[src/common/ntt_params_pkg.sv]
// sizes and the modulus for the 64-point pointwise butterfly datapath
// every coefficient entering the datapath must already be below q_mod
// lane_lat is tied to the three registered stages of butterfly_lane

package ntt_params_pkg;

    // frame geometry
    localparam int lanes      = 4;                      // butterfly lanes
    localparam int ring_size  = 64;                     // coefficients per frame
    localparam int beat_words = 2 * lanes;              // even+odd word per lane
    localparam int bank_depth = ring_size / beat_words; // pairs per lane, beats per frame
    localparam int last_addr  = bank_depth - 1;         // final beat / issue address

    // arithmetic
    localparam int q_mod  = 12289;                      // prime modulus
    localparam int coef_w = 16;                         // 14 bits needed, 16 stored
    localparam int addr_w = $clog2(bank_depth);         // 3 bits

    // timing
    localparam int lane_lat = 3;                        // issue to write-back, cycles
    localparam int drain_w  = $clog2(lane_lat);         // drain counter width

    // one coefficient or key word
    typedef logic [coef_w-1:0] coef_t;

    // key times odd before reduction
    typedef logic [2*coef_w-1:0] prod_t;

    // bank address, also the beat index
    typedef logic [addr_w-1:0] addr_t;

endpackage

[src/common/ntt_types_pkg.sv]
// stream beats, lane commands and the sequencer states
// beat word 2l feeds lane l as even, word 2l+1 as odd

package ntt_types_pkg;
    import ntt_params_pkg::*;

    // one wide stream beat, word 0 in the low bits
    typedef struct packed {
        coef_t [beat_words-1:0] w;
    } coef_beat_t;

    typedef struct packed {
        logic       last;   // final beat of a frame
        coef_beat_t data;
    } out_beat_t;

    // one bank entry
    typedef struct packed {
        coef_t even;
        coef_t odd;
    } lane_pair_t;

    // broadcast to every lane
    typedef struct packed {
        logic  load_we; // write load_pair at addr
        logic  issue;   // start a butterfly on addr
        addr_t addr;
    } lane_cmd_t;

    typedef struct packed {
        coef_t [lanes-1:0] k;   // k[l] is lane l's key
    } key_vec_t;

    typedef enum logic [1:0] {load, compute, drain, unload} seq_state_t;

endpackage

[src/butterfly_lane/butterfly_lane.sv]
// one lane: eight-pair bank plus a three-stage modular butterfly
// even must be below q_mod; the key word may be any 16-bit value
// results replace the issued pair exactly lane_lat cycles after issue
`timescale 1ns/100ps

module butterfly_lane
    import ntt_params_pkg::*, ntt_types_pkg::*;
(
    input  logic       clk,
    input  logic       reset,
    input  lane_cmd_t  lane_cmd,
    input  lane_pair_t load_pair,
    input  coef_t      lane_key,
    input  addr_t      rd_addr,
    output lane_pair_t rd_pair
);

    typedef struct packed {
        addr_t addr;
        coef_t even;
        prod_t prod;    // key * odd, unreduced
    } s1_t;

    typedef struct packed {
        addr_t addr;
        coef_t even;
        coef_t red;     // key * odd mod q
    } s2_t;

    typedef struct packed {
        addr_t      addr;
        lane_pair_t pair;   // {even + t, even - t}
    } s3_t;

    lane_pair_t          bank [bank_depth];
    lane_pair_t          src;
    logic [lane_lat-1:0] vld;   // vld[i] qualifies stage i+1
    s1_t                 s1;
    s2_t                 s2;
    s3_t                 s3;
    coef_t               sum_raw;
    coef_t               sum_mod;
    coef_t               diff_mod;

    assign src     = bank[lane_cmd.addr];   // issue read port
    assign rd_pair = bank[rd_addr];         // collector read port

    // both operands below q, so one correction each
    always_comb begin
        sum_raw  = s2.even + s2.red;
        sum_mod  = (sum_raw >= coef_t'(q_mod)) ? sum_raw - coef_t'(q_mod) : sum_raw;
        diff_mod = (s2.even >= s2.red) ? s2.even - s2.red
                                       : s2.even + coef_t'(q_mod) - s2.red;
    end

    always_ff @(posedge clk or posedge reset) begin
        if (reset)
            vld <= '0;
        else
            vld <= {vld[lane_lat-2:0], lane_cmd.issue};
    end

    always_ff @(posedge clk) begin
        s1.addr <= lane_cmd.addr;
        s1.even <= src.even;
        s1.prod <= prod_t'(lane_key) * prod_t'(src.odd);
        s2.addr <= s1.addr;
        s2.even <= s1.even;
        s2.red  <= coef_t'(s1.prod % prod_t'(q_mod));   // plain constant reduction
        s3.addr <= s2.addr;
        s3.pair <= '{even: sum_mod, odd: diff_mod};
    end

    // load and write-back share the bank write port
    always_ff @(posedge clk) begin
        if (lane_cmd.load_we)
            bank[lane_cmd.addr] <= load_pair;
        if (vld[lane_lat-1])
            bank[s3.addr] <= s3.pair;   // in place, same address as issued
    end

    // sequencer keeps loading and the pipe tail apart in time
    a_no_write_clash: assert property (@(posedge clk) disable iff (reset)
        !(lane_cmd.load_we && vld[lane_lat-1]));

endmodule

[config.mk]
export PLATFORM = sky130hd
export DESIGN_NAME = butterfly_lane
export DESIGN_NICKNAME = d
export VERILOG_FILES = /design/src/common/ntt_params_pkg.sv /design/src/common/ntt_types_pkg.sv /design/src/butterfly_lane/butterfly_lane.sv
export SDC_FILE = /design/constraint.sdc
export NUM_CORES = 2
export LEC_CHECK = 0
export BUFFER_PORTS_ARGS = -buffer_cell sky130_fd_sc_hd__buf_2
export CORE_MARGIN = 8
export CORE_UTILIZATION = 30
export DETAILED_ROUTE_END_ITERATION = 10
export GPL_TIMING_DRIVEN = 1
export SETUP_SLACK_MARGIN = 0.1
export SLEW_MARGIN = 5
export SYNTH_ARGS = -nofsm -noshare
export SYNTH_HDL_FRONTEND = slang
export SYNTH_SLANG_ARGS = --single-unit
export TNS_END_PERCENT = 10
[constraint.sdc]
create_clock -name clk -period 37.3 [get_ports clk]
set_input_delay 3.73 -clock clk [delete_from_list [all_inputs] [get_ports clk]]
set_output_delay 3.73 -clock clk [all_outputs]
set_load 0.1 [all_outputs]
======== Word level (Yosys, flattened, before mapping) ========
Memories as Yosys holds them, arrays and structs flattened.
Cells that the tools add are included.
storage, ports and cells
  flip-flop bits (word level) ............. 124
  memory bits (writable) .................. 256
  logic and storage cells ................. 26
  memories kept ........................... 1
memory list
  name  words  bits a word  rd ports  clocked after memory_dff  wr ports  line                  RTL
  bank  8      32           2         0                         2         butterfly_lane.sv:35  lane_pair_t bank [bank_depth];
operators by class
  add/sub/neg operators ................... 5
  multiply operators ...................... 1
  divide/modulo/power cells ............... 1
  $lt $le $gt $ge ......................... 2
  multiplexer cells ....................... 6
operator list
  kind                    count
  $mod 32x14->32 const B  1
  $mul 16x16->32          1
  $mux 16                 2
  $sub 16x16->16          2
  $add 16x14->16 const B  1
  $add 16x16->16          1
  $ge 16x14->1 const B    1
  $ge 16x16->1            1
  $sub 16x14->16 const B  1
  $mux 1                  4

======== Longest topological paths before layout ========
  word-level depth ........................ 3
  gate-level depth with buffers ........... 81
  mapped depth without buffers ............ 65

======== Least setup slack after synthesis ========
OpenSTA, ideal clock, no wires.
  path type ............................... reg-to-reg
  from .................................... reg s1[22] in the netlist's numbering
  to ...................................... reg s2[7] in the netlist's numbering
  arrival time ............................ 17351 ps
  required time ........................... 37181 ps
  slack ................................... 19830 ps
  cell stages (with the launch flop) ...... 75
  path through ............................ dfxtp_1 > buf_4 > or4_4 > nor3_2 > mux2i_1 > o2111ai_1 > o211ai_1 > mux2i_1 > o211a_2 > a31oi_2 > buf_6 > o21ai_1 > a41oi_1 > nor4_4 > xor2_2 > o21ai_2 > nand4_1 > or3_1 > [... 39 more ...] > o41ai_2 > and2_1 > clkbuf_1 > xnor2_1 > inv_1 > ha_1 > or2_2 > o41ai_2 > nand2_1 > xnor2_1 > ha_1 > nand4_1 > a21oi_2 > a31oi_4 > o21ai_2 > mux2i_1 > nor2_1 > xnor2_1
between the ends
  word-level cells in the longest chain between the ends .. 1
ends and longest elaborated chain
  item             line                  RTL
  start, declared  butterfly_lane.sv:38  s1_t s1;
  $mod 32x14->32   butterfly_lane.sv:69  s2.red <= coef_t'(s1.prod % prod_t'(q_mod));
  end, declared    butterfly_lane.sv:39  s2_t s2;
No other way between the ends.

======== Final worst setup path ========
  from .................................... reg s1[18] in the netlist's numbering
  to ...................................... reg s2[7] in the netlist's numbering
The elaborated chain is that of the path after synthesis.

==> reports/metrics.yaml <==
status:
  outcome: "finished clean"
timing:
  report.final.slew_viol_count: 0
  tightest_slew_ns: 1.09
  timing.fmax_mhz: 45.2
  relSlewSlack_pct: 27.1
  timing.setup.tns_ns: 0
  period_needed_ns: 22.12
  clock_skew_ns: 0.0205
  finalHoldViolCount: 0
  whs_ns: 0.326
  grt_setup_unrepaired: "false"
  setup_viol: 0
  final.period_utilization_pct: 59.3
cts:
  insertion_delay_ns: 0.59
  postCtsHoldBufs: 0
  cts_made_buffers: 41
  clk_path_buf_depth: 3
  cts-root-buf: "clkbuf_16"
  cts_tree: "built"
  cts_sinks: 380
  h-tree-depth: 2
  clk_pin_slew_worst_paths_ns: 0.07
  cts-resized-gates: 0
  cts_setup_buffers: 0
global_routing:
  grt_max_degree: 65
  met1_usage_pct: 21.2
  antenna_found_initial: 15
  met3_usage_pct: 2.73
  grt-ovfl-total: 0
  grt_pass1_wl_um: 172000
  grt_busiest_layer: "met2"
  grt_use_total_pct: 15.7
  grt.met2_usage_pct: 25.9
  grt_pass1_vias: 29600
logic_synthesis:
  synth_fa_ha_area_share_pct: 16.4
  synthCells: 3734
  synth_xor_area_share_pct: 4.72
  synth.distinct_cells: 138
  avgSynthCellArea_um2: 10.1
  synth_ff_type: "edfxtp_1"
  synth_top_family_by_area: "multiplexers"
  ys_ff_latch: 380
  synth.cell_area_um2: 37900
  synth-seq-area-share_pct: 26.9
  synthArstFlopShare_pct: 0.789
  synth-simple-area-share_pct: 14.9
  muxShareOfSynthArea_pct: 18.1
  synth_compound_area_share_pct: 13.9
  synthesis.nets: 4159
  synth_edf_count: 256
  yosysWarnings: 0
setup_path:
  reg2reg_depth: 65
  cp_slowest_cell: "o31ai_2"
  end_kind: "register"
  critPathMaxFanout: 15
  cp.required_ns: 37.78
  crit_type: "register to register"
  r2r_slack_ns: 15.18
  crit_path_end: "s2[7]"
  timing.rr.end: "s2[7]"
  cp.depth: 65
  cp_top_family: "compound AO/OA/AOI/OAI gates"
  crit_path_start_kind: "register"
  cp.buffers_inverters: 1
  cp_data_arrival_time_ns: 22.60
  cp-startpoint: "s1[18]"
  slowest_delay_ns: 0.68
  regToRegStartpoint: "s1[18]"
route:
  num_vias: 29400
  drt_first_pass_iters: 6
  dr.first_iter.drc_count: 2388
  drc_errors: 0
  wl_um: 111000
  final_antenna_net_count: 0
  drt-wirelength-per-cell_um: 20.4
  viasPerCell: 5.43
die:
  die_area_um2: 138000
  die_x_um: 371
  core_um2: 125000
  start_util_pct: 30.2
  rows: 130
  die_h_um: 371
  ios: 90
final_layout:
  final_cell_mix: "inv_1, mux2_2, nand2_1, edfxtp_1, nor2_1"
  final_common_cell: "inv_1"
  area_growth_pct: 9.21
  fill_cells: 12700
  drive_above_1_share_pct: 21.2
  finalNonFillerCells: 5418
  fin_nets: 4155
  final_core_util_pct: 33.0
placed_design:
  portBuffers: 89
  place_inst: 5337
  dp_hpwl_um: 78700
  gp_congestion: 0.897
worst_hold_path:
  hold_class: "register to register"
job:
  drv_cap: 0
sequential cells by signal, summed over array words and instances, names as in the netlist:
signal  cells
s2         35
s1         51
bank      256
s3         35
vld         3
cell usage after synthesis (all sizes together) (121+ instances only):
cell type	number	area [um^2]
inv	337	1260
mux2	327	3680
nand2	312	1170
edfxtp	256	7690
nor2	237	905
fa	208	4160
a21oi	172	906
ha	159	1990
xnor2	148	1330
mux4	128	2880
o21ai	122	641
dfxtp	121	2420
worst reg2reg max path, delay by kind of cell, from the launching register on:
| family | cells | cell delay, ns |
|---|---|---|
| AOI/OAI and AO/OA | 26 | 9.54 |
| and+or+nand+nor | 29 | 9.52 |
| xor gates and xnor gates | 4 | 1.00 |
| muxes | 3 | 0.91 |
| adders and majority gates | 2 | 0.47 |
| DFF | 1 | 0.44 |
| buffers and inverters | 1 | 0.14 |
routing by layer:
layer,wire [um],up-vias
li1,-,13600
met1,49100,14700
met2,51700,948
met3,6900,202
met4,3070,8
met5,56,-
through the flow:
stage / cell area, um^2 / setup slack, ns
2_1_floorplan: 37900 / 19.83
3_3_place_gp: 40000 / 16.17
3_5_place_dp: 40000 / 15.75
4_1_cts: 41400 / 15.65
5_1_grt: 41400 / 13.21
6_report: 41400 / 15.18
worst min-delay path by stage:
stage	from	end	cells past startpoint
floorplan	s1[32]	s2[16]	0
global placement	s2[33]	s3[33]	0
detailed placement	s2[33]	s3[33]	0
CTS	s1[48]	s2[32]	0
global route	s1[48]	s2[32]	0
finish	s1[40]	s2[24]	0
cell type report:
class / count / area (um^2) / area share [%]
Tap cell: 1650 / 2060 / 4.99
Inverter: 337 / 1260 / 3.06
Clock inverter: 20 / 151 / 0.366
Timing Repair Buffer: 117 / 663 / 1.60
Sequential cell: 380 / 10200 / 24.6
Multi-Input combinational cell: 2853 / 25900 / 62.5
Antenna cell: 5 / 12.5 / 0.0302
Clock buffer: 56 / 1180 / 2.84
cells by family after synthesis:
kind of cell,Yosys count
flops,380
simple gates,1089
mux,483
compound gates,710
xor+xnor,199
fa+ha+maj,372
buf+inv,501
Power is not shown: default switching activity piles up to over one toggle a cycle in this logic, so the estimate is an artifact.
