File: src/common/ntt_params_pkg.sv
// sizes and the modulus for the 64-point pointwise butterfly datapath
// every coefficient entering the datapath must already be below q_mod
// lane_lat is tied to the three registered stages of butterfly_lane

package ntt_params_pkg;

    // frame geometry
    localparam int lanes      = 4;                      // butterfly lanes
    localparam int ring_size  = 64;                     // coefficients per frame
    localparam int beat_words = 2 * lanes;              // even+odd word per lane
    localparam int bank_depth = ring_size / beat_words; // pairs per lane, beats per frame
    localparam int last_addr  = bank_depth - 1;         // final beat / issue address

    // arithmetic
    localparam int q_mod  = 12289;                      // prime modulus
    localparam int coef_w = 16;                         // 14 bits needed, 16 stored
    localparam int addr_w = $clog2(bank_depth);         // 3 bits

    // timing
    localparam int lane_lat = 3;                        // issue to write-back, cycles
    localparam int drain_w  = $clog2(lane_lat);         // drain counter width

    // one coefficient or key word
    typedef logic [coef_w-1:0] coef_t;

    // key times odd before reduction
    typedef logic [2*coef_w-1:0] prod_t;

    // bank address, also the beat index
    typedef logic [addr_w-1:0] addr_t;

endpackage

File: src/common/ntt_types_pkg.sv
// stream beats, lane commands and the sequencer states
// beat word 2l feeds lane l as even, word 2l+1 as odd

package ntt_types_pkg;
    import ntt_params_pkg::*;

    // one wide stream beat, word 0 in the low bits
    typedef struct packed {
        coef_t [beat_words-1:0] w;
    } coef_beat_t;

    typedef struct packed {
        logic       last;   // final beat of a frame
        coef_beat_t data;
    } out_beat_t;

    // one bank entry
    typedef struct packed {
        coef_t even;
        coef_t odd;
    } lane_pair_t;

    // broadcast to every lane
    typedef struct packed {
        logic  load_we; // write load_pair at addr
        logic  issue;   // start a butterfly on addr
        addr_t addr;
    } lane_cmd_t;

    typedef struct packed {
        coef_t [lanes-1:0] k;   // k[l] is lane l's key
    } key_vec_t;

    typedef enum logic [1:0] {load, compute, drain, unload} seq_state_t;

endpackage

File: src/design/ntt_sequencer.sv
// frame control: load eight beats, issue eight butterflies, wait out the pipe
// then hand the banks to the collector until it reports the last transfer
// the key is taken from secret_key on the first accepted beat of a frame
`timescale 1ns/100ps

module ntt_sequencer
    import ntt_params_pkg::*, ntt_types_pkg::*;
(
    input  logic      clk,
    input  logic      reset,
    input  logic      in_valid,
    input  key_vec_t  secret_key,
    input  logic      unload_done,
    output logic      in_ready,
    output lane_cmd_t lane_cmd,
    output key_vec_t  lane_key,
    output logic      unload_go
);

    seq_state_t          state;
    addr_t               cnt;        // beat index in load, issue address in compute
    logic [drain_w-1:0]  drain_cnt;  // cycles spent in drain
    key_vec_t            key_q;
    logic                accept;

    assign in_ready = (state == load);
    assign accept   = in_valid && in_ready;

    // write lands on the same edge that takes the beat
    always_comb begin
        lane_cmd.load_we = accept;
        lane_cmd.issue   = (state == compute);
        lane_cmd.addr    = cnt;
    end

    // last drain cycle, final write-back lands on this edge
    assign unload_go = (state == drain) && (drain_cnt == drain_w'(lane_lat - 1));

    assign lane_key = key_q;

    always_ff @(posedge clk or posedge reset) begin
        if (reset) begin
            state     <= load;
            cnt       <= '0;
            drain_cnt <= '0;
        end else begin
            case (state)
                load: begin
                    if (accept) begin
                        cnt <= cnt + 1'b1;   // wraps to 0 after the eighth beat
                        if (cnt == addr_t'(last_addr))
                            state <= compute;
                    end
                end
                compute: begin
                    cnt <= cnt + 1'b1;       // one pair per cycle
                    if (cnt == addr_t'(last_addr)) begin
                        state     <= drain;
                        drain_cnt <= '0;
                    end
                end
                drain: begin
                    drain_cnt <= drain_cnt + 1'b1;
                    if (unload_go)
                        state <= unload;
                end
                unload: begin
                    if (unload_done)     // last beat left the collector
                        state <= load;
                end
                default: state <= load;
            endcase
        end
    end

    // key is held for the whole frame
    always_ff @(posedge clk) begin
        if (accept && cnt == '0)
            key_q <= secret_key;
    end

    // ready comes back only after the collector finished
    a_ready_after_unload: assert property (@(posedge clk) disable iff (reset)
        $rose(in_ready) |-> $past(unload_done));

endmodule

File: config.mk
export PLATFORM = sky130hd
export DESIGN_NAME = ntt_sequencer
export DESIGN_NICKNAME = d
export VERILOG_FILES = /design/src/common/ntt_params_pkg.sv /design/src/common/ntt_types_pkg.sv /design/src/design/ntt_sequencer.sv
export SDC_FILE = /design/constraint.sdc
export NUM_CORES = 1
export LEC_CHECK = 0
export ABC_AREA = 1
export BUFFER_PORTS_ARGS = -buffer_cell sky130_fd_sc_hd__buf_2
export CAP_MARGIN = 10
export CORE_ASPECT_RATIO = 0.9
export CORE_MARGIN = 2
export CORE_UTILIZATION = 43
export CTS_BUF_LIST = sky130_fd_sc_hd__clkbuf_16
export DETAILED_ROUTE_END_ITERATION = 6
export PLACE_DENSITY = 0.86
export SETUP_SLACK_MARGIN = 0.02
export SLEW_MARGIN = 25
export SYNTH_ARGS = -nofsm -noshare
export SYNTH_HDL_FRONTEND = slang
export SYNTH_SLANG_ARGS = --single-unit
File: constraint.sdc
create_clock -name clk -period 4.55 [get_ports clk]
set_input_delay 0.455 -clock clk [delete_from_list [all_inputs] [get_ports clk]]
set_output_delay 0.455 -clock clk [all_outputs]
set_load 0.01 [all_outputs]
[Word level (Yosys, flattened, before mapping)]
Index checks and enable logic that the tools add are counted.
Word-level totals
  flip-flop bits (word level): 71
  input port bits: 68
  word-level logic and storage cells: 39
Cells by class
  $add $sub $neg: 2
  equal/unequal tests: 10
  multiplexer cells: 10
  reductions and logical operators: 10
Operators with widths (number)
  $mux W2: 6
  $pmux W2 S4: 1
  $eq A2 B2 Y1 const B: 3
  $ne A2 B1 Y1 const B: 3
  $pmux W3 S2: 1
  $reduce_and A5 Y1: 1
  $ne A2 B2 Y1 const B: 2
  $pmux W2 S2: 1
  $reduce_and A2 Y1: 2
  $reduce_bool A2 Y1: 2
  $add A3 B1 Y3 const B: 1
  $eq A3 B3 Y1 const B: 1
  $logic_and A1 B1 Y1: 3
  $logic_not A3 Y1: 1
  $mux W3: 1
  $add A2 B1 Y2 const B: 1
  $eq A2 B1 Y1 const B: 1
  $logic_not A2 Y1: 1

[Depth between registers and ports, before layout]
  word-level depth: 4
  mapped depth: 8

[Worst setup path after synthesis]
OpenSTA, ideal clock, no wires.
  kind: register -> register
  start: register state[0]
  end: register key_q, in the netlist lane_key[0], enable pin
  library setup time: 488 ps
  arrival: 3569 ps
  slack: 493 ps
  stages on the path, launching flop included: 5
  period minus slack after synthesis: 4057 ps
  cells stage by stage: dfrtp_1 -> inv_1 -> ha_1 -> nand2_2 -> nor2_1
Between the ends
  word-level cells in the longest chain between the ends: 3
Ends and longest elaborated chain
  from (decl): line ntt_sequencer.sv:20  | seq_state_t state;
  from (signal assigned): line ntt_sequencer.sv:43  | state <= load;
  from (signal assigned): line ntt_sequencer.sv:52  | state <= compute;
  from (signal assigned): line ntt_sequencer.sv:58  | state <= drain;
  $logic_not A2 Y1: line ntt_sequencer.sv:26  | assign in_ready = (state == load);
  net in_ready: line ntt_sequencer.sv:14  | output logic in_ready,
  $logic_and A1 B1 Y1: line ntt_sequencer.sv:27  | assign accept = in_valid && in_ready;
  $logic_and A1 B1 Y1: line ntt_sequencer.sv:78  | if (accept && cnt == '0)
  to (signal assigned): line ntt_sequencer.sv:79  | key_q <= secret_key;
  to (decl): line ntt_sequencer.sv:23  | key_vec_t key_q;
The timed path passes the listed nets, and every way through them passes these cells.
A chain may end at the register's enable or synchronous reset.

[Worst setup path after layout]
  start: register state[0]
  end: register key_q, in the netlist lane_key[23], enable pin
Between the ends
  word-level cells in the longest chain between the ends: 3
Ends and longest elaborated chain (line)
  $logic_not A2 Y1: ntt_sequencer.sv:26
  $logic_and A1 B1 Y1: ntt_sequencer.sv:27
  $logic_and A1 B1 Y1: ntt_sequencer.sv:78
No other way between the ends.

==> Flow_metrics.wiki <==
{| class="wikitable"
! Metric !! Value
|-
| I/O pin cnt || between 100 and 150
|-
| Core Footprint || between 5000 and 6000 sq um
|-
| Leading cell type in the layout, fill and taps excluded || buf_2
|-
| Share of post-route cells with drive strength above 1 || 0.564
|-
| IR Drop Worst-Case VDD || 294 uV
|-
| Placed standard-cell area || approximately 3200 sq um
|-
| Leading cell types in the layout, fill and taps excluded || 138 x buf_2, 64 x edfxtp_1, 17 x nand2_1
|-
| Floorplan die area || approximately 6200 sq um
|-
| Remaining number of nets flagged by the antenna check after routing || 0
|-
| Worst slew margin relative to its limit || 0.428
|-
| Initial Utilization || 0.454
|-
| Worst-path clk slew || 0.05 ns
|-
| Worst setup SP type || flop
|-
| Clock Sinks || 71
|-
| Unique cell type count in the Yosys netlist || 14
|-
| Register area share after synthesis || 0.869
|-
| Via Count || 1581
|-
| Pwr dens || 553 nW/um^2
|-
| Signal arrival time at the worst endpoint || 2.47 ns
|-
| Final worst path period need || 2.49 ns
|-
| Die height || roughly 75 microns
|-
| Cell types with the largest area share after synthesis || edfxtp_1 80%, dfrtp_1 7.3%, ha_1 4.7%, nand2_1 2.6%, inv_1 2.2%
|-
| Per-instance average area after synthesis || roughly 19 sq um
|-
| Overall power of the completed layout || 1.93 mW
|-
| Std-Cell Rows || 25
|-
| Vias per std cell || 4.56
|-
| Endpoint required time on the critical path || ~4.5 ns
|-
| Setup repair after global routing missed its margin || false
|-
| Critical path origin || state[0]
|-
| Total number of nets in the final design || approximately 350
|-
| Iter 0 DRT Violations || 72
|-
| Timing-limited maximum frequency || 401 MHz
|-
| Hold-fix buffers, CTS || 0
|-
| GP Congestion || 0.767
|-
| Detailed Route WL || 5390 microns
|-
| Critical Path Sink Type || flop
|-
| Startpoint of the most critical register-to-register path || state[0]
|-
| Worst reg-to-reg path cell count || 5
|-
| Slew of the pin with the lowest slew margin || 0.857 ns
|-
| Overall global routing resource usage || 0.172
|-
| Top cell type by total area after synthesis || edfxtp_1
|-
| Root buffer cell || clkbuf_16
|-
| Yosys reg bits || 71
|-
| Skew-Pair Late Insertion Delay || 0.32 ns
|-
| Count of TritonRoute iterations in the first routing pass || 5
|-
| Final count of pins violating max slew || 0
|-
| Number of violations of the max-capacitance limit || 0
|-
| Outcome || complete, no violations
|-
| Crit share post-route || 0.548
|-
| Wire length of the first global-routing pass || 7710 microns
|-
| IO Port Bufs || 138
|-
| Number of global-route vias before repair || 1560
|-
| Pin count of the biggest net entering global routing || 34
|-
| Clock H-tree levels || 3
|-
| Post-synthesis net count || between 200 and 250
|-
| Inserted Clock Buffers || 9
|-
| CTS tree || built
|-
| Detailed-route wire length per cell || roughly 16 microns
|-
| Maximum fanout count along the critical path || 33
|-
| HP Class || input pin to asynchronous set/reset pin
|-
| Setup-failing EPs final || 0
|-
| Total global routing overflow || 0
|-
| Half-perimeter wire length of the detailed placement result || 4180 microns
|-
| Setup repair bufs after CTS || 0
|-
| Standby leakage power || roughly 1.6 nW
|-
| Post-synth top area share || 0.797
|-
| Antenna cell count || 0
|-
| Quantity of gates resized following cts || 0
|-
| Final TNS setup || 0 ns
|-
| Antenna violations before repair || 0
|-
| Worst hold slack across all endpoints || 0.0479 ns
|-
| Horizontal die dimension || 83.0 microns
|-
| Endpoints failing hold || 0
|-
| Mapped Cells || 126
|-
| Max clock buf depth || 2
|-
| Mapped Area || 2410 sq um
|-
| Setup Skew || 0.00565 ns
|-
| Post-Layout Inst Area || 3490 sq um
|-
| Syn. warnings || 0
|-
| Area overhead of the layout relative to synthesis || 44.8%
|-
| CP Class || flop to flop
|-
| Remaining DRCs || 0
|}
-- report_power, final --
| part | switching [mW] | internal, mW |
|---|---|---|
| Combinational | 0.244 | 0.149 |
| Sequential | 0.0403 | 0.823 |
| Clock | 0.251 | 0.424 |
-- synth_stat cells, drive strengths merged --
| cell | count |
|---|---|
| inv | 14 |
| ha | 9 |
| or2 | 1 |
| nor2 | 2 |
| dfrtp | 7 |
| o21ai | 6 |
| nand3 | 2 |
| nand2 | 18 |
| edfxtp | 64 |
| nand4 | 1 |
| xor2 | 1 |
| buf | 1 |
-- per-stage QoR --
stage | worst slack [ns] | cells | util
final | 2.06 | 347 | 0.657
after global routing | 1.88 | 347 | 0.657
after global placement | 2.19 | 331 | 0.601
after floorplan | 0.493 | 126 | -
after CTS | 2.05 | 347 | 0.657
after detailed placement | 2.05 | 331 | 0.601
-- worst paths after layout --
| kind | to | slack [ns] |
|---|---|---|
| setup / recovery | lane_key[23] | 2.06 |
| hold / removal | cnt[0] | 0.05 |
| setup reg to reg | lane_key[23] | 2.06 |
| hold reg to reg | drain_cnt[0] | 0.50 |
| max in group asynchronous | drain_cnt[0] | 4.30 |
| min in group clk | lane_key[43] | 0.30 |
-- metal layers --
layer,track usage,up-vias,wire length (microns)
met5,0,-,0
met4,0.0601,0,79
met3,0.0987,9,491
met2,0.306,86,2880
met1,0.174,738,1950
li1,-,748,-
-- cell families after synthesis --
logic type	Yosys count	share of synthesized area
compound gates	6	0.0140
fa+ha+maj	9	0.0467
buf+inv	15	0.0249
xor+xnor	1	0.00363
simple gates	24	0.0415
flops	71	0.869
-- state kept, by name (all words and copies together) (netlist names) --
| signal | count |
|---|---|
| state | 2 |
| lane_key | 64 |
| cnt | 3 |
| drain_cnt | 2 |
-- final cells by class --
| class | instances | area (sq um) |
|---|---|---|
| multi-input combinational | 40 | 263 |
| clock buffer | 9 | 225 |
| inverter | 14 | 52.6 |
| sequential | 71 | 2100 |
| timing repair buffer | 139 | 698 |
| tap | 67 | 83.8 |
| fill | 392 | 1820 |
| clock inverter | 7 | 73.8 |
-- critical path, cell delays in order (launching register included) --
cell and delay, ns:
dfrtp_1 0.41, inv_1 0.13, ha_1 0.26, nand2_2 0.12, nor2_4 0.69, buf_4 0.52
No activity file was read; power rests on OpenSTA's default activity.
