<file path="src/common/ntt_params_pkg.sv">
// sizes and the modulus for the 64-point pointwise butterfly datapath
// every coefficient entering the datapath must already be below q_mod
// lane_lat is tied to the three registered stages of butterfly_lane

package ntt_params_pkg;

    // frame geometry
    localparam int lanes      = 4;                      // butterfly lanes
    localparam int ring_size  = 64;                     // coefficients per frame
    localparam int beat_words = 2 * lanes;              // even+odd word per lane
    localparam int bank_depth = ring_size / beat_words; // pairs per lane, beats per frame
    localparam int last_addr  = bank_depth - 1;         // final beat / issue address

    // arithmetic
    localparam int q_mod  = 12289;                      // prime modulus
    localparam int coef_w = 16;                         // 14 bits needed, 16 stored
    localparam int addr_w = $clog2(bank_depth);         // 3 bits

    // timing
    localparam int lane_lat = 3;                        // issue to write-back, cycles
    localparam int drain_w  = $clog2(lane_lat);         // drain counter width

    // one coefficient or key word
    typedef logic [coef_w-1:0] coef_t;

    // key times odd before reduction
    typedef logic [2*coef_w-1:0] prod_t;

    // bank address, also the beat index
    typedef logic [addr_w-1:0] addr_t;

endpackage

</file>
<file path="src/common/ntt_types_pkg.sv">
// stream beats, lane commands and the sequencer states
// beat word 2l feeds lane l as even, word 2l+1 as odd

package ntt_types_pkg;
    import ntt_params_pkg::*;

    // one wide stream beat, word 0 in the low bits
    typedef struct packed {
        coef_t [beat_words-1:0] w;
    } coef_beat_t;

    typedef struct packed {
        logic       last;   // final beat of a frame
        coef_beat_t data;
    } out_beat_t;

    // one bank entry
    typedef struct packed {
        coef_t even;
        coef_t odd;
    } lane_pair_t;

    // broadcast to every lane
    typedef struct packed {
        logic  load_we; // write load_pair at addr
        logic  issue;   // start a butterfly on addr
        addr_t addr;
    } lane_cmd_t;

    typedef struct packed {
        coef_t [lanes-1:0] k;   // k[l] is lane l's key
    } key_vec_t;

    typedef enum logic [1:0] {load, compute, drain, unload} seq_state_t;

endpackage

</file>
<file path="src/design/result_collector.sv">
// reads the lane banks one address per beat into a single output register
// beat data holds while out_ready is low; last is set on address last_addr
`timescale 1ns/100ps

module result_collector
    import ntt_params_pkg::*, ntt_types_pkg::*;
(
    input  logic       clk,
    input  logic       reset,
    input  logic       unload_go,
    input  lane_pair_t rd_pair [lanes],
    input  logic       out_ready,
    output addr_t      rd_addr,
    output logic       out_valid,
    output out_beat_t  out_beat,
    output logic       unload_done
);

    addr_t      addr_q;
    logic       valid_q;
    out_beat_t  beat_q;
    coef_beat_t rd_beat;
    logic       xfer;
    logic       load_en;

    // lane l back into words 2l and 2l+1
    always_comb begin
        for (int l = 0; l < lanes; l++) begin
            rd_beat.w[2*l]   = rd_pair[l].even;
            rd_beat.w[2*l+1] = rd_pair[l].odd;
        end
    end

    assign xfer        = valid_q && out_ready;
    assign load_en     = !valid_q || xfer;  // register free or emptying
    assign unload_done = xfer && beat_q.last;
    assign rd_addr     = addr_q;
    assign out_valid   = valid_q;
    assign out_beat    = beat_q;

    always_ff @(posedge clk or posedge reset) begin
        if (reset) begin
            valid_q <= 1'b0;
            addr_q  <= '0;
        end else begin
            if (unload_go)
                valid_q <= 1'b1;
            else if (unload_done)
                valid_q <= 1'b0;
            if (unload_go || (xfer && !beat_q.last))
                addr_q <= addr_q + 1'b1;    // back to 0 once beat 7 is loaded
        end
    end

    always_ff @(posedge clk) begin
        if (load_en) begin
            beat_q.data <= rd_beat;
            beat_q.last <= (addr_q == addr_t'(last_addr));
        end
    end

    a_hold_on_stall: assert property (@(posedge clk) disable iff (reset)
        out_valid && !out_ready |=> out_valid && $stable(out_beat));

endmodule

</file>
<file path="config.mk">
export PLATFORM = sky130hd
export DESIGN_NAME = result_collector
export DESIGN_NICKNAME = d
export VERILOG_FILES = /design/src/common/ntt_params_pkg.sv /design/src/common/ntt_types_pkg.sv /design/src/design/result_collector.sv
export SDC_FILE = /design/constraint.sdc
export NUM_CORES = 1
export LEC_CHECK = 0
export BUFFER_PORTS_ARGS = -buffer_cell sky130_fd_sc_hd__buf_4
export CORE_AREA = 2 2 102 104
export CTS_CLUSTER_SIZE = 30
export DETAILED_ROUTE_END_ITERATION = 12
export DIE_AREA = 0 0 104 106
export HOLD_SLACK_MARGIN = 0.1
export PLACE_DENSITY_LB_ADDON = 0.1
export SETUP_SLACK_MARGIN = 0.5
export SYNTH_ARGS = -nofsm -noshare
export SYNTH_HDL_FRONTEND = slang
export SYNTH_SLANG_ARGS = --single-unit
</file>
<file path="constraint.sdc">
create_clock -name clk -period 6.6 [get_ports clk]
set_clock_uncertainty 0.05 [all_clocks]
set_input_delay 0.99 -clock clk [delete_from_list [all_inputs] [get_ports clk]]
set_output_delay 0.99 -clock clk [all_outputs]
set_load 0.1 [all_outputs]
</file>
======== After elaboration in Yosys (flattened, before gate mapping) ========
Cells that the tools add are included.
word-level totals
  register bits ........................... 133
  bits of input ports ..................... 132
  output and inout bits ................... 134
operators by class
  add/sub/neg operators ................... 1
  equal/unequal tests ..................... 1
  muxes and demuxes ....................... 2
  reductions and logical operators ........ 8
operators with widths
  operator                                      count
  adder 3 x 1 -> 3 bit (second input constant)  1
  equality test 3 bit (second input constant)   1
  logical AND 1 bit                             3
  logical NOT 1 bit                             2
  logical OR 1 bit                              2
  two-way mux 1 bit                             2
  nonzero test 2 bit                            1

======== Logic depth before layout (Yosys ltp) ========
Gate-level depths: netlist of run 1.
  depth in word-level cells ............... 4
  mapped depth ............................ 4

======== Worst setup path before layout of run 1 ========
No wires, ideal clock.
  path type ............................... input -> register
  start point ............................. in out_ready
  end point ............................... reg beat_q, in the netlist out_beat[0] (enable)
  library setup time ...................... 0.511 ns
  data arrival time ....................... 4.105 ns
  data required time ...................... 6.039 ns
  setup slack ............................. 1.934 ns
  stages .................................. 1
  path buffers ............................ 0
  path through ............................ nand2b_1
between the ends
  cells in the longest elaborated chain, start to end .. 2
RTL lines
  what               line                    text
  start, declared    result_collector.sv:12  input logic out_ready,
  logical AND 1 bit  result_collector.sv:34  assign xfer = valid_q && out_ready;
  logical OR 1 bit   result_collector.sv:35  assign load_en = !valid_q || xfer;
  end, declared      result_collector.sv:21  out_beat_t beat_q;
Every way passes these cells.
A chain may end at the register's enable or synchronous reset.

======== Worst setup path in the final report of run 1 ========
  start point ............................. in out_ready
  end point ............................... out unload_done
between the ends
  cells in the longest elaborated chain, start to end .. 2
RTL lines
  what               line                    text
  logical AND 1 bit  result_collector.sv:34
  logical AND 1 bit  result_collector.sv:36  assign unload_done = xfer && beat_q.last;
  end, declared      result_collector.sv:16  output logic unload_done
Every way passes these cells.

==> run_results.csv, run 1 <==
group,metric,value,unit
status,status,"completed",
setup_path,worstPathMaxFanout,7,
detailed_routing,wirelength,9720,um
clock_network,cts_resized,0,
sta,maxSlewHeadroom,0.275,
logic_synthesis,synth_area_leaders,"edfxtp_1 94%, dfrtp_1 2.4%, nand4b_1 0.64%",
clock_network,cts_sinks,133,
clock_network,cts_max_level,4,
run,drv_cap,0,
logic_synthesis,synthDominantCellAreaShare,0.941,
global_routing,antenna_found_initial,0,
logic_synthesis,syn_area_per_cell,26.9,sq um
logic_synthesis,ys_warn_count,0,
sta,setup_tns,0,ps
die,die-area,0.0110,sq mm
detailed_routing,num_vias,2624,
setup_path,crit_path_start_kind,"input port",
clock_network,clockRootBuffer,"clkbuf_8",
logic_synthesis,synth-simple-area-share,0.0201,
global_routing,grt_pass1_vias,2619,
die,start_util,0.412,
die,num_rows,37,
final_layout,syn_to_final_growth,64.8,%
final_layout,drive_gt1_frac,0.656,
logic_synthesis,synth-seq-cells,133,
detailed_routing,wl_per_cell,16.6,um
logic_synthesis,synth-compound-area-share,0.00790,
final_layout,layout.nets,572,
final_layout,final_cell_mix,"266 x buf_4, 129 x edfxtp_1, 16 x clkbuf_16",
sta,finalSetupViolations,0,
placement,dpl_cell_area,0.00629,sq mm
final_layout,final_common_cell,"buf_4",
placement,gp_congestion,0.890,
sta,tightest_slew,1090,ps
logic_synthesis,yosysTopAreaCell,"edfxtp_1",
sta,drv_slew,0,
global_routing,grt_pass1_wl,14400,um
detailed_routing,drt_first_pass_iters,4,
setup_path,rr_worst_depth,2,
pwr,power_leakage,2.92,nW
sta,fmax,386,MHz
detailed_routing,ant_nets,0,
logic_synthesis,synth_cell_types,13,
logic_synthesis,muxShareOfSynthArea,0,
setup_path,required,5560,ps
placement,io_buffers,265,
clock_network,cts_made_buffers,17,
final_layout,antennaDiodeCount,0,
global_routing,grtUsageTotal,0.178,
placement,dp_hpwl,7330,um
logic_synthesis,synthXorXnorAreaFrac,0,
die,core,0.0100,sq mm
setup_path,critical_path_arrival,1550,ps
clock_network,cts_setup_buffers,0,
clock_network,insertion_delay,500,ps
setup_path,path_class,"in2out",
logic_synthesis,synth_nets,287,
sta,finalCritPeriodShare,0.392,
global_routing,grt_max_degree,84,
pwr,ir_drop,203,uV
sta,hold_violations,0,
global_routing,globalRoute.totalOverflow,0,
die,ios,266,
setup_path,end_kind,"output port",
sta,grt_setup_unrepaired,"no",
logic_synthesis,syn_inst,153,
logic_synthesis,synth_top_family_by_area,"simple AND/OR/NAND/NOR gates",
clock_network,cts.clk_slew.worst_paths,60,ps
final_layout,fillCellCount,715,
die,die_x,104,um
setup_path,reg2reg_slack,4190,ps
detailed_routing,remaining_drc_errors,0,
detailed_routing,drt_first_iter_violations,120,
clock_network,hold_buffers,0,
logic_synthesis,seq_area_frac_synth,0.965,
logic_synthesis,yosys.area_share.adder,0.00608,
clock_network,tritoncts,"yes",
pwr,power.density,393,mW/mm^2
hold_path,hold_class,"in2async",
logic_synthesis,netlist_area,0.00412,sq mm
clock_network,max-clock-path-buffers,2,
final_layout,stdcell_area,0.00678,sq mm
detailed_routing,viasPerCell,4.47,
sta,period_minus_slack,2590,ps
die,fp.dieH,106,um
critical path, cell delays in order:
cell and delay (ps):
buf_4 110, and3_2 160, buf_4 280
area by class of cell:
cell class                 instances  area (sq um)  area share
clock buffer                      21           429      0.0633
clock inverter                    11          62.6     0.00922
inverter                           1          3.75    0.000553
multi-input combinational         19           148      0.0218
sequential                       133          3970       0.586
tap                              136           170      0.0251
timing repair buffer             266          2000       0.294
cells in the mapped netlist:
cell type	instances
a21o_1	1
and3_2	1
and3b_1	1
dfrtp_1	4
edfxtp_1	129
ha_1	2
inv_1	1
nand2_1	4
nand2b_1	3
nand4b_1	3
o211a_1	1
o211ai_1	2
or2_1	1
state kept, by name, summed over array words and instances, names as in the netlist:
signal	flops
rd_addr	3
out_valid	1
out_beat	129
power breakdown:
group	total, mW	internal [mW]	switching (mW)
clock	0.764	0.454	0.311
combinational	0.837	0.166	0.671
sequential	1.06	1.03	0.0329
metal layers:
layer | global-route usage | part of all wire
met1 | 0.192 | 0.35
met2 | 0.298 | 0.53
met3 | 0.0656 | 0.095
met4 | 0.110 | 0.030
met5 | 0 | 0
worst paths after layout:
kind,start,endpoint
min,reset,rd_addr[2]
min in group clk,rd_addr[2],rd_addr[2]
min reg2reg,rd_addr[2],rd_addr[2]
max,out_ready,unload_done
max in group asynchronous,reset,out_valid
max reg2reg,out_valid,out_beat[108]
per-stage QoR:
step / hold slack (ps) / utilization / instances / worst slack (ps) / total power [mW]
2_1_floorplan: 706 / - / 153 / 1930 / 1.73
3_3_place_gp: 529 / 0.629 / 555 / 3580 / 1.91
3_5_place_dp: 542 / 0.629 / 555 / 3530 / 1.92
4_1_cts: 308 / 0.678 / 587 / 4010 / 2.69
5_1_grt: 321 / 0.678 / 587 / 3900 / 2.75
6_report: 335 / 0.678 / 587 / 4010 / 2.66
kinds of logic after synthesis:
family          count (synthesis)
fa+ha+maj                       2
simple gates                   13
flops                         133
buf+inv                         1
compound gates                  4
Power figures use the tool's default switching activity.
==> inputs of run 2 (changes only) <==
Settings changed: CORE_AREA 2 2 102 104 to not set, CORE_MARGIN set to 2, CORE_UTILIZATION set to 38, DIE_AREA 0 0 104 106 to not set.
Clock period 6.6 ns to 2.2 ns, I/O delays scaled along.
==> run 2 against run 1 <==
The run now fails in 4_1_cts. Area after synthesis unchanged. Synthesized cell count stayed put.
==> run_results.csv, run 2 <==
group,metric,value,unit
status,firstError,"[ERROR RSZ-0060] Max buffer count reached.",
clock_network,cts_resized,4,
placement,dp.cells,560,
logic_synthesis,netlist_area,0.00412,sq mm
logic_synthesis,yosys_most_used_dff,"edfxtp_1",
clock_network,clockRootBuffer,"clkbuf_8",
logic_synthesis,synth_common_cells,"129 x edfxtp_1, 4 x dfrtp_1, 4 x nand2_1",
logic_synthesis,seq_area_frac_synth,0.965,
clock_network,hold_buffers,119,
logic_synthesis,syn_area_per_cell,26.9,sq um
logic_synthesis,muxShareOfSynthArea,0,
status,failed_stage,"4_1_cts",
logic_synthesis,synthXorXnorAreaFrac,0,
die,num_rows,38,
logic_synthesis,yosys.area_share.adder,0.00608,
logic_synthesis,synth-seq-cells,133,
logic_synthesis,synth_cell_types,13,
logic_synthesis,synth-compound-area-share,0.00790,
clock_network,cts_max_level,4,
logic_synthesis,yosysTopAreaCell,"edfxtp_1",
die,die_x,108,um
clock_network,cts_sinks,133,
logic_synthesis,synth_nets,287,
status,status,"did not finish",
placement,io_buffers,265,
clock_network,cts_setup_buffers,2,
die,start_util,0.385,
logic_synthesis,synth_top_family_by_area,"simple AND/OR/NAND/NOR gates",
logic_synthesis,synthArstFlopShare,0.0301,
logic_synthesis,synthDominantCellAreaShare,0.941,
die,ios,266,
die,fp.dieH,108,um
logic_synthesis,synth_edf_count,129,
logic_synthesis,synth_area_leaders,"edfxtp_1 94%, dfrtp_1 2.4%, nand4b_1 0.64%",
clock_network,max-clock-path-buffers,2,
logic_synthesis,ys_warn_count,0,
logic_synthesis,synth-simple-area-share,0.0201,
logic_synthesis,syn_inst,153,
clock_network,cts_made_buffers,17,
placement,gp_congestion,0.783,
logic_synthesis,synth_most_common_cell,"edfxtp_1",
[run 2: cells by family after synthesis]
group                      Yosys count
buffers and inverters                1
AOI/OAI and AO/OA                    4
DFF                                133
adders and majority gates            2
and+or+nand+nor                     13
[run 2: stage by stage]
stage	cell area [sq um]	worst slack (ps)	hold slack (ps)
2_1_floorplan	4130	149	46.0
3_3_place_gp	6320	727	185
3_5_place_dp	6320	715	190
==> inputs of run 3 (changes only) <==
Settings changed: CORE_UTILIZATION 38 to 40, CTS_CLUSTER_SIZE 30 to not set, HOLD_SLACK_MARGIN 0.1 to not set, PLACE_DENSITY_LB_ADDON 0.1 to 0.15, SETUP_SLACK_MARGIN 0.5 to not set.
Clock period 2.2 ns to 2.85 ns, I/O delays scaled along.
==> run 3 against run 2 <==
The run now ends clean.
==> run_results.csv, run 3 (same netlist as run 1, synthesis figures left out) <==
group,metric,value,unit
detailed_routing,drt_first_pass_iters,5,
pwr,ir_drop,729,uV
sta,fmax,502,MHz
die,start_util,0.406,
clock_network,max-clock-path-buffers,2,
setup_path,critical_path_arrival,1520,ps
detailed_routing,drt_first_iter_violations,118,
final_layout,antennaDiodeCount,0,
clock_network,cts_max_level,4,
final_layout,fin_util,0.679,
clock_network,cts.clk_slew.worst_paths,60,ps
setup_path,cp-startpoint,"out_valid",
setup_path,required,2370,ps
hold_path,hold_class,"in2reg",
detailed_routing,num_vias,2594,
pwr,power.density,935,mW/mm^2
sta,setup_tns,0,ps
sta,grt_setup_unrepaired,"no",
detailed_routing,wirelength,9850,um
sta,finalCritPeriodShare,0.699,
sta,fin_hold_ws,46.0,ps
sta,hold_violations,0,
placement,dpl_cell_area,0.00631,sq mm
hold_path,min_from,"rd_pair[61]",
die,num_rows,37,
global_routing,grt_pass1_vias,2647,
setup_path,end_kind,"output port",
setup_path,path_class,"reg2out",
detailed_routing,wl_per_cell,16.8,um
die,die-area,0.0111,sq mm
placement,gp_congestion,0.804,
die,ios,266,
die,core,0.0101,sq mm
final_layout,final_common_cell,"buf_4",
global_routing,grtUsageTotal,0.179,
setup_path,r2r-start,"out_valid",
placement,dp.cells,556,
final_layout,syn_to_final_growth,67.1,%
setup_path,reg2reg_slack,1150,ps
global_routing,globalRoute.totalOverflow,0,
clock_network,tritoncts,"yes",
detailed_routing,ant_nets,0,
final_layout,largest_reg_flops,129,
sta,finalSetupViolations,0,
sta,tightest_slew,412,ps
placement,io_buffers,265,
detailed_routing,remaining_drc_errors,0,
clock_network,clockRootBuffer,"clkbuf_8",
final_layout,instances_no_fill,587,
clock_network,cts_setup_buffers,0,
clock_network,insertion_delay,500,ps
status,status,"completed",
final_layout,final_cell_mix,"266 x buf_4, 129 x edfxtp_1, 16 x clkbuf_16",
setup_path,worstPathMaxFanout,8,
final_layout,layout.nets,574,
detailed_routing,viasPerCell,4.42,
clock_network,cts_made_buffers,17,
sta,period_minus_slack,1990,ps
global_routing,antenna_found_initial,0,
global_routing,grt_pass1_wl,14300,um
sta,maxSlewHeadroom,0.725,
die,fp.dieH,105,um
final_layout,stdcell_area,0.00688,sq mm
pwr,power_leakage,2.96,nW
clock_network,cts_sinks,133,
run,drv_cap,0,
die,die_x,105,um
setup_path,crit_path_start_kind,"flop",
sta,drv_slew,0,
final_layout,drive_gt1_frac,0.656,
global_routing,grt_max_degree,81,
run 3: what timing repair did:
item / CTS / global route
hold buffers: 1 / 0
endpoints found under the hold margin: 4 / 0
gates resized for setup: 0 / 0
run 3: worst paths after layout:
kind	end	cells past startpoint
worst max register to register	out_beat[45]	2
worst max-delay path	unload_done	2
min in group asynchronous	out_valid	3
max in group asynchronous	rd_addr[2]	3
worst min-delay path	out_beat[77]	1
worst min register to register	rd_addr[1]	2
run 3: cell type report:
| cell class | instances | area (sq um) |
|---|---|---|
| tap | 136 | 170 |
| sequential | 133 | 3970 |
| fill | 711 | 3260 |
| clock buffer | 19 | 422 |
| multi-input combinational | 19 | 148 |
| inverter | 1 | 3.75 |
| timing repair buffer | 268 | 2030 |
| clock inverter | 11 | 136 |
run 3: per-layer routing:
layer,GRT usage,share of wire,vias up
li1,-,-,1190
met1,0.184,0.33,1235
met2,0.306,0.54,140
met3,0.0668,0.087,29
met4,0.115,0.040,0
met5,0,0,-
run 3: per-stage QoR:
step	total power [mW]	setup WS [ps]
2_1_floorplan	3.98	338
3_3_place_gp	4.44	1070
3_5_place_dp	4.45	1040
4_1_cts	6.50	831
5_1_grt	6.64	770
6_report	6.43	856
run 3: where the power goes:
part           internal [mW]  switching (mW)
sequential              2.38          0.0751
combinational          0.391            1.55
clock                   1.31           0.727
total                   4.08            2.35
run 3: critical path, cell delays in order, from the launching register on:
cell     delay [ps]
dfrtp_1         500
and3_2          230
buf_4           280
